File: src/source/icache_pkg.sv
package icache_pkg;

  // address field widths
  localparam int ADDR_W      = 32;
  localparam int WORD_W      = 32;
  localparam int TAG_W       = 19;
  localparam int INDEX_W     = 7;
  localparam int WORD_SEL_W  = 4;
  localparam int OFFSET_W    = 2;
  localparam int BURST_LEN_W = 8;
  localparam int REGION_W    = 4;

  // bit positions of the fields inside a byte address
  localparam int WORD_LSB  = OFFSET_W;
  localparam int INDEX_LSB = WORD_LSB + WORD_SEL_W;
  localparam int TAG_LSB   = INDEX_LSB + INDEX_W;

  typedef logic [ADDR_W-1:0]      addr_t;
  typedef logic [WORD_W-1:0]      word_t;
  typedef logic [TAG_W-1:0]       tag_t;
  typedef logic [INDEX_W-1:0]     index_t;
  typedef logic [WORD_SEL_W-1:0]  word_sel_t;
  typedef logic [BURST_LEN_W-1:0] burst_len_t;

  // cache geometry, 8 KB direct mapped
  localparam int NUM_LINES      = 128;
  localparam int WORDS_PER_LINE = 16;

  // burst length field holds beats minus one
  localparam burst_len_t LINE_BURST_LEN   = 8'd15;
  localparam burst_len_t SINGLE_BURST_LEN = 8'd0;

  // top nibble of the uncached address region
  localparam logic [REGION_W-1:0] UNCACHED_REGION = 4'hA;

  typedef enum logic [2:0] {
    ST_RESET,
    ST_IDLE,
    ST_LOOKUP,
    ST_REFILL,
    ST_UNCACHED
  } fetch_state_t;

endpackage

File: src/source/fetch_resp.sv
`timescale 1ns/1ps

module fetch_resp import icache_pkg::*; (
  input  logic  clk,
  input  logic  rst,
  input  logic  lookup_hit_i,
  input  logic  uncached_done_i,
  input  word_t cache_word_i,
  input  word_t mem_rdata_i,
  output word_t fetch_rdata_o,
  output logic  fetch_rdata_valid_o
);

  // uncached word kept for the return cycle
  word_t uncached_word_q;
  logic  uncached_valid_q;

  always_ff @(posedge clk) begin
    if (uncached_done_i) begin
      uncached_word_q <= mem_rdata_i;
    end
  end

  // strobe one cycle after the single beat
  always_ff @(posedge clk) begin
    if (rst) begin
      uncached_valid_q <= 1'b0;
    end else begin
      uncached_valid_q <= uncached_done_i;
    end
  end

  // hit word has priority, else the latched uncached word
  assign fetch_rdata_valid_o = lookup_hit_i | uncached_valid_q;
  assign fetch_rdata_o       = lookup_hit_i ? cache_word_i : uncached_word_q;

endmodule

File: config.mk
export PLATFORM = sky130hd
export DESIGN_NAME = fetch_resp
export DESIGN_NICKNAME = d
export VERILOG_FILES = /design/src/source/icache_pkg.sv /design/src/source/fetch_resp.sv
export SDC_FILE = /design/constraint.sdc
export NUM_CORES = 1
export LEC_CHECK = 0
export BUFFER_PORTS_ARGS = -buffer_cell sky130_fd_sc_hd__buf_4
export CORE_UTILIZATION = 40
export DETAILED_ROUTE_END_ITERATION = 7
export GPL_ROUTABILITY_DRIVEN = 0
export PLACE_DENSITY = 0.76
export SLEW_MARGIN = 20
export SYNTH_ARGS = -nofsm -noshare
export SYNTH_HDL_FRONTEND = slang
export SYNTH_SLANG_ARGS = --single-unit
File: constraint.sdc
create_clock -name clk -period 1.5 [get_ports clk]
set_input_delay 0.225 -clock clk [delete_from_list [all_inputs] [get_ports clk]]
set_output_delay 0.225 -clock clk [all_outputs]
set_load 0.005 [all_outputs]
==> qor.yml <==
sta:
  drv_slew: 0
  worstMarginPinSlew_ns: 0.402
  fin_crit_sh: 0.867
  max_slew_margin: 0.732
  fmax_mhz: 769
  finalHoldViolations: 0
  rsz0062_at_grt: "no"
  post-route-min-period_ns: 1.30
  fin_setup_tns_ns: 0
  finalSetupViolations: 0
setup_path:
  slowest_delay_ns: 0.39
  end_kind: "output pin"
  arrival_ns: 1.08
  critPathRequiredTime_ns: 1.27
  start_kind: "register"
  critPathMaxFanout: 1
  cp_cell_sequence: "mux2_4 > buf_4"
  path_class: "reg -> out"
  crit_path_top_delay_cell: "edfxtp_1"
die:
  dieArea_sq_mm: 0.00409
  start_util: 0.419
  fp.dieH_microns: 63.9
  core.rowCount: 22
  coreArea_sq_mm: 0.00366
  die_width_microns: 63.9
  num_io_pins: 101
clock_network:
  htree_levels: 2
  cts.clk_slew.worst_paths_ns: 0.06
  cts_root_buf: "clkbuf_8"
  cts_tree: "built"
  clock_tree.buffer_depth: 2
  cts_setup_buffers: 0
  postCtsHoldBufs: 0
  cts.sinks: 33
  post_cts_resize_count: 0
  cts_buffers: 5
power:
  peakVddDrop_mv: 0.572
  p_leak_uw: 0.00112
  powerDensity_mw_per_mm2: 921
synthesis:
  synth.area.mux_share: 0.306
  synth_cells: 71
  synth_compound_area_frac: 0
  synth_seq_area_share: 0.639
  synthAdderAreaFrac: 0
  synthSimpleGateAreaFrac: 0.00816
  synth_edf_count: 32
  yosys-top-cells-area: "edfxtp_1 63%, mux2_4 28%, buf_12 3.9%"
  synth_top_family_by_area: "multiplexers"
  synth_area_leader_cell: "edfxtp_1"
  ys_seq_elements: 33
  yosysMostFrequentCell: "edfxtp_1"
  avgSynthCellArea_sq_um: 21.6
  synth.yosys.warnings: 0
  synth.distinct_cells: 8
  async_flop_share: 0
  ys.flop_type: "edfxtp_1"
  synth_commonest_cells: "32 x edfxtp_1, 29 x mux2_4, 3 x buf_12, 3 x mux2_2"
  synth_fp_nets: 139
  yosysTopAreaCellShare: 0.626
  syn_area_sq_mm: 0.00153
  synth_xor_area_frac: 0
outcome:
  status: "finished, final reports clean"
global_route:
  antenna_found_initial: 0
  grt_max_degree: 34
  grt_use_met3: 0.0804
  grt_overflow_total: 0
  grt_pass1_wl_mm: 4.33
  met1_usage: 0.139
  grtUsageTotal: 0.150
  busiest_layer: "met2"
  grt_pass1_vias: 961
  use_met2: 0.265
drt:
  drt_iter0_drc: 6
  ant_nets: 0
  viasPerCell: 4.45
  vias: 1001
  drt_pass1_iterations: 4
  finalWirelength_mm: 2.92
  drc_errors: 0
  route.detailed.wl_per_inst_microns: 13.0
layout:
  final_nets: 244
  area_delta_synth_final_pct: 56.7
  drive_gt1_frac: 0.791
  final_cell_area_sq_mm: 0.00240
  antenna_cells: 0
  nFillCells: 272
job:
  drv_cap: 0
hold_path:
  hold_start: "rst"
  min_to: "uncached_valid_q"
  hold-path-cell-count: 2
  hold_path_class: "in -> reg"
placed_design:
  portBuffers: 100
  placed_area_sq_mm: 0.00231
  dp_hpwl_mm: 2.29
layout by cell type, fill, tap and decap left out:
cell and n:
buf_12 2, clkbuf_8 6, mux2_2 3, dfxtp_1 1, buf_4 100, or2_1 1, mux2_4 29, clkbuf_1 2
edfxtp_1 32, nor2b_1 1
power by group:
part | internal, uW | switching, uW
clock network | 373 | 283
registers | 1090 | 19.9
logic | 321 | 123
flip-flops by register name (all words and copies together), names as in the netlist:
register	cells
uncached_word_q	32
uncached_valid_q	1
logic make-up after synthesis:
logic type    Yosys count
simple gates            2
mux                    32
flops                  33
buf+inv                 4
critical path: cells and delay by family (launching register included):
kind / cells / cell delay (ns)
flip-flops: 1 / 0.39
multiplexers: 1 / 0.28
buffers and inverters: 1 / 0.14
per-layer routing:
layer | share of wire | vias to the layer above
met4 | 0.019 | 0
met2 | 0.53 | 63
li1 | - | 482
met5 | 0 | -
met3 | 0.13 | 7
met1 | 0.33 | 449
final cells by class:
cell class                      instances  area, sq um  area share
Tap cell                               48         60.1      0.0250
Clock buffer                            8         90.1      0.0375
Timing Repair Buffer                  102          791       0.329
Multi-Input combinational cell         34          482       0.200
Sequential cell                        33          981       0.408
per-stage QoR:
stage / worst slack [ns] / hold WS (ns) / util / power [uW] / std cells
2_1_floorplan: 0.492 / 0.297 / - / 1310 / 71
3_3_place_gp: 0.291 / 0.387 / 0.632 / 1570 / 217
3_5_place_dp: 0.273 / 0.382 / 0.632 / 1580 / 217
4_1_cts: 0.179 / 0.0803 / 0.657 / 2250 / 225
5_1_grt: 0.150 / 0.0850 / 0.657 / 2320 / 225
6_report: 0.199 / 0.0939 / 0.657 / 2210 / 225
how the worst max path moves through the flow:
| stage | start | end | slack, ns | depth (start not counted) |
|---|---|---|---|---|
| after floorplan | lookup_hit_i | fetch_rdata_o[0] | 0.49 | 3 |
| after global placement | lookup_hit_i | fetch_rdata_o[30] | 0.29 | 4 |
| after detailed placement | lookup_hit_i | fetch_rdata_o[30] | 0.27 | 4 |
| after CTS | uncached_word_q[25] | fetch_rdata_o[25] | 0.18 | 2 |
| after global routing | uncached_word_q[25] | fetch_rdata_o[25] | 0.15 | 2 |
| final | uncached_word_q[17] | fetch_rdata_o[17] | 0.20 | 2 |
(Power assumes the default switching activity.)
