`config.mk`:
```
export PLATFORM = sky130hd
export DESIGN_NAME = fetch_ctrl
export DESIGN_NICKNAME = d
export VERILOG_FILES = /design/src/source/icache_pkg.sv /design/src/source/fetch_ctrl.sv
export SDC_FILE = /design/constraint.sdc
export NUM_CORES = 1
export LEC_CHECK = 0
export ABC_AREA = 1
export BUFFER_PORTS_ARGS = -buffer_cell sky130_fd_sc_hd__buf_2
export CAP_MARGIN = 20
export CORE_MARGIN = 2
export CORE_UTILIZATION = 35
export CTS_CLUSTER_DIAMETER = 120
export DETAILED_ROUTE_END_ITERATION = 7
export HOLD_SLACK_MARGIN = 0.03
export PLACE_DENSITY = 0.59
export SYNTH_ARGS = -nofsm -noshare
export SYNTH_HDL_FRONTEND = slang
export SYNTH_SLANG_ARGS = --single-unit
```
`constraint.sdc`:
```
create_clock -name clk -period 8.4 [get_ports clk]
set_input_delay 0.42 -clock clk [delete_from_list [all_inputs] [get_ports clk]]
set_output_delay 0.42 -clock clk [all_outputs]
set_load 0.02 [all_outputs]
```
`src/source/icache_pkg.sv`:
```
package icache_pkg;

  // address field widths
  localparam int ADDR_W      = 32;
  localparam int WORD_W      = 32;
  localparam int TAG_W       = 19;
  localparam int INDEX_W     = 7;
  localparam int WORD_SEL_W  = 4;
  localparam int OFFSET_W    = 2;
  localparam int BURST_LEN_W = 8;
  localparam int REGION_W    = 4;

  // bit positions of the fields inside a byte address
  localparam int WORD_LSB  = OFFSET_W;
  localparam int INDEX_LSB = WORD_LSB + WORD_SEL_W;
  localparam int TAG_LSB   = INDEX_LSB + INDEX_W;

  typedef logic [ADDR_W-1:0]      addr_t;
  typedef logic [WORD_W-1:0]      word_t;
  typedef logic [TAG_W-1:0]       tag_t;
  typedef logic [INDEX_W-1:0]     index_t;
  typedef logic [WORD_SEL_W-1:0]  word_sel_t;
  typedef logic [BURST_LEN_W-1:0] burst_len_t;

  // cache geometry, 8 KB direct mapped
  localparam int NUM_LINES      = 128;
  localparam int WORDS_PER_LINE = 16;

  // burst length field holds beats minus one
  localparam burst_len_t LINE_BURST_LEN   = 8'd15;
  localparam burst_len_t SINGLE_BURST_LEN = 8'd0;

  // top nibble of the uncached address region
  localparam logic [REGION_W-1:0] UNCACHED_REGION = 4'hA;

  typedef enum logic [2:0] {
    ST_RESET,
    ST_IDLE,
    ST_LOOKUP,
    ST_REFILL,
    ST_UNCACHED
  } fetch_state_t;

endpackage

```
`src/source/fetch_ctrl.sv`:
```
`timescale 1ns/1ps

module fetch_ctrl import icache_pkg::*; (
  input  logic       clk,
  input  logic       rst,
  input  addr_t      fetch_addr_i,
  input  logic       fetch_valid_i,
  input  logic       hit_i,
  input  logic       mem_rdata_ready_i,
  output addr_t      mem_raddr_o,
  output logic       mem_raddr_valid_o,
  output burst_len_t mem_rlen_o,
  output tag_t       lookup_tag_o,
  output index_t     lookup_index_o,
  output word_sel_t  lookup_word_o,
  output logic       tag_wen_o,
  output logic       line_wen_o,
  output word_sel_t  beat_o,
  output logic       lookup_hit_o,
  output logic       uncached_done_o
);

  fetch_state_t state_q;
  // captured fetch address
  addr_t        addr_q;
  // memory request, held until the last beat
  addr_t        raddr_q;
  logic         raddr_valid_q;
  burst_len_t   rlen_q;
  word_sel_t    beat_q;
  logic         tag_wen_q;

  logic uncached;
  logic mem_beat;
  logic last_beat;
  logic lookup_miss;
  logic lookup_uncached;
  logic capture;

  // split the captured address
  assign lookup_tag_o   = addr_q[ADDR_W-1:TAG_LSB];
  assign lookup_index_o = addr_q[TAG_LSB-1:INDEX_LSB];
  assign lookup_word_o  = addr_q[INDEX_LSB-1:WORD_LSB];

  // region decode on the top nibble
  assign uncached = (addr_q[ADDR_W-1 -: REGION_W] == UNCACHED_REGION);

  // one beat per cycle with valid and ready both high
  assign mem_beat  = raddr_valid_q & mem_rdata_ready_i;
  assign last_beat = (beat_q == rlen_q[WORD_SEL_W-1:0]);

  // lookup outcome, only meaningful in ST_LOOKUP
  assign lookup_hit_o    = (state_q == ST_LOOKUP) & ~uncached & hit_i;
  assign lookup_miss     = (state_q == ST_LOOKUP) & ~uncached & ~hit_i;
  assign lookup_uncached = (state_q == ST_LOOKUP) & uncached;

  // new address taken from idle, or right behind a hit
  assign capture = fetch_valid_i & ((state_q == ST_IDLE) | lookup_hit_o);

  // refill beats go into the line store
  assign line_wen_o      = (state_q == ST_REFILL) & mem_beat;
  assign uncached_done_o = (state_q == ST_UNCACHED) & mem_beat;
  assign beat_o          = beat_q;
  assign tag_wen_o       = tag_wen_q;

  assign mem_raddr_o       = raddr_q;
  assign mem_raddr_valid_o = raddr_valid_q;
  assign mem_rlen_o        = rlen_q;

  // address and request payload
  always_ff @(posedge clk) begin
    if (capture) begin
      addr_q <= fetch_addr_i;
    end
    if (lookup_miss) begin
      // line base, word and byte bits cleared
      raddr_q <= {addr_q[ADDR_W-1:INDEX_LSB], {INDEX_LSB{1'b0}}};
      rlen_q  <= LINE_BURST_LEN;
    end else if (lookup_uncached) begin
      // exact word, single beat
      raddr_q <= addr_q;
      rlen_q  <= SINGLE_BURST_LEN;
    end
  end

  // fetch state machine
  always_ff @(posedge clk) begin
    if (rst) begin
      state_q       <= ST_RESET;
      raddr_valid_q <= 1'b0;
      beat_q        <= '0;
      tag_wen_q     <= 1'b0;
    end else begin
      tag_wen_q <= 1'b0;
      case (state_q)
        ST_RESET: begin
          state_q <= ST_IDLE;
        end
        ST_IDLE: begin
          if (fetch_valid_i) begin
            state_q <= ST_LOOKUP;
          end
        end
        ST_LOOKUP: begin
          if (uncached) begin
            raddr_valid_q <= 1'b1;
            state_q       <= ST_UNCACHED;
          end else if (hit_i) begin
            // stay here while hits keep coming
            if (!fetch_valid_i) begin
              state_q <= ST_IDLE;
            end
          end else begin
            raddr_valid_q <= 1'b1;
            beat_q        <= '0;
            state_q       <= ST_REFILL;
          end
        end
        ST_REFILL: begin
          if (mem_beat) begin
            if (last_beat) begin
              // burst done, tag goes in next cycle
              raddr_valid_q <= 1'b0;
              tag_wen_q     <= 1'b1;
              state_q       <= ST_IDLE;
            end else begin
              beat_q <= beat_q + word_sel_t'(1);
            end
          end
        end
        ST_UNCACHED: begin
          if (mem_beat) begin
            raddr_valid_q <= 1'b0;
            state_q       <= ST_IDLE;
          end
        end
        default: begin
          state_q <= ST_IDLE;
        end
      endcase
    end
  end

endmodule

```
==> out/metrics.csv <==
metric,value,unit
yosys-top-cells-area,"edfxtp_1 (55%), dfxtp_1 (10%), buf_4 (8.9%), nor2_1 (5.4%), inv_1 (4.4%)",
dp.cells,464,
ys_ff_latch,74,
pin_count,116,
drv_cap,0,
synth-xor-area-share,0.275,%
die_w,99.5,um
setup_violations,0,
cts-hold-fix-buffers,0,
worstSetupPathType,flop to flop,
worstPathRequired,8.30,ns
clk_path_buf_depth,2,
grt_start_max_net_pins,33,
hp-class,input port to flop,
die_y,99.5,um
synth_top_area_cell,edfxtp_1,
tritoncts,done,
drt-met1-wl,2580,um
final_net_count,406,
wl,6170,um
power_density,301,mW/mm^2
wl_met3,435,um
dieArea,0.00990,mm^2
num_vias,2043,
synth-seq-area-share,64.6,%
grt-ovfl-total,0,
postCtsSetupBuffers,0,
netlist_area,0.00319,mm^2
dp_slack,5.75,ns
ir_drop,0.165,mV
fin_crit,2.61,ns
fillers,837,
hold_slack,0.254,ns
fp.coreArea,0.00876,mm^2
wire_per_inst,12.9,um
timing.final.crit_share,31.1,%
finalPower,1.15,mW
cp_data_arrival_time,2.52,ns
fin_util,43.6,%
synth.avg_cell_area,11.3,um^2
synth_cells,283,
finalHoldViolations,0,
status,completed,
dr.pass1.iters,5,
grt_use_total,13.0,%
ys_warn_count,0,
synth_mux_area_share,0,%
end_kind,flop,
ctsResizeCount,0,
p_leak,1.78,nW
synth_compound_area_share,2.82,%
clk_pin_slew,0.08,ns
ctsRootBufferMaster,clkbuf_8,
cp-start-kind,flop,
core.rowCount,34,
worstMarginPinSlew,0.999,ns
grt_pass1_wl,9690,um
clkLatencyLatePin,0.33,ns
stdcell_count,480,
grt_pass1_vias,1965,
synth_top_area_share,54.6,%
synthSimpleGateAreaFrac,16.8,%
drive_above_1_share,44.1,%
rsz0062_at_grt,no,
max_freq,0.383,GHz
placedInstanceArea,0.00358,mm^2
initialDrtViolationCount,129,
antenna_found_initial,0,
ant_nets,0,
setup_tns,0,ns
skew,0.0107,ns
diodes,0,
fin_ws,5.79,ns
synth.distinct_cells,30,
drc,0,
area_growth,19.7,%
routed_via_density,4.26,
start_util,36.4,%
htreeDepth,3,
gp_congestion,0.794,
cts_sinks,74,
maxUsedRoutingLayer,met4,
dpl.hpwl,4580,um
synth_top_family_by_area,simple AND/OR/NAND/NOR gates,
slew_headroom,33.3,%
synthAdderAreaFrac,0.392,%
maxSlewViolCount,0,
wl_met2,3060,um
cts_buffers,9,
io_buffers,111,
cp_max_fo,26,
fin_area,0.00382,mm^2
[flip-flops by register name, summed over array words and instances, names as in the netlist]
name               flops
mem_raddr_valid_o      1
tag_wen_o              1
mem_raddr_o           32
beat_o                 4
addr_q                32
state_q                3
mem_rlen_o             1
[routing by layer]
layer / vias to the layer above / track usage, %
li1: 1027 / -
met1: 933 / 16.4
met2: 72 / 20.7
met3: 11 / 3.65
met4: 0 / 6.01
met5: - / 0
[final cells by class]
| type | instances | area (um^2) | area share [%] |
|---|---|---|---|
| Sequential cell | 74 | 2060 | 54.0 |
| Clock buffer | 9 | 124 | 3.24 |
| Clock inverter | 6 | 90.1 | 2.36 |
| Timing Repair Buffer | 112 | 576 | 15.1 |
| Tap cell | 108 | 135 | 3.54 |
| Inverter | 42 | 159 | 4.16 |
| Multi-Input combinational cell | 129 | 673 | 17.6 |
[synthesized netlist by cell type]
cell and instances:
edfxtp_1 58, nor2_1 46, buf_4 38, inv_1 37
nand2_1 25, dfxtp_1 16, nor2_2 16, o21ai_0 10
nand2_2 5, inv_2 4, nand3_1 4, buf_6 3
nand3_2 3, a21oi_1 2, a21boi_0 1, a21oi_2 1
and3_1 1, clkinv_2 1, conb_1 1, ha_1 1
nand2_4 1, nand3_4 1, nand3b_1 1, nand4_2 1
nor2_4 1, nor3_1 1, nor3_4 1, o21ai_1 1
o21ai_2 1, xor2_1 1
[logic make-up after synthesis]
| group | after synthesis |
|---|---|
| flops | 74 |
| buf+inv | 83 |
| simple gates | 107 |
| compound gates | 16 |
| fa+ha+maj | 1 |
| other cells | 1 |
| xor+xnor | 1 |
[cell usage in the layout (no fill, tap or decap), types with 2 or more instances in the layout]
master,instances
inv_1,37
nor2_1,46
dfxtp_1,16
buf_2,111
nand3_2,3
edfxtp_1,58
nand2_2,5
nand3_1,4
o21ai_0,10
nor2_2,16
conb_1,4
nand2_1,25
bufinv_16,2
clkinv_2,2
inv_2,4
a21oi_1,2
clkbuf_8,9
[power breakdown]
group          switching [mW]  internal, mW  leakage (nW)
logic                   0.226        0.0994          1.01
registers              0.0425         0.484         0.670
clock network           0.131         0.167         0.106
total                   0.399         0.750          1.78
[final timing paths]
path | start | to | slack [ns] | depth (start not counted)
max | addr_q[30] | mem_raddr_o[23] | 5.79 | 6
max reg2reg | addr_q[30] | mem_raddr_o[23] | 5.79 | 6
min reg2reg | addr_q[1] | mem_raddr_o[1] | 0.48 | 2
min | fetch_addr_i[15] | addr_q[15] | 0.25 | 1
[critical path: stages (launching register included)]
cell and delay [ns]:
edfxtp_1 0.41, nor2_1 0.13, nand2_1 0.15, nand3_2 0.25
inv_2 0.09, nor2_4 0.51, inv_1 0.64
Note: power is estimated with default switching activity, not from simulation.
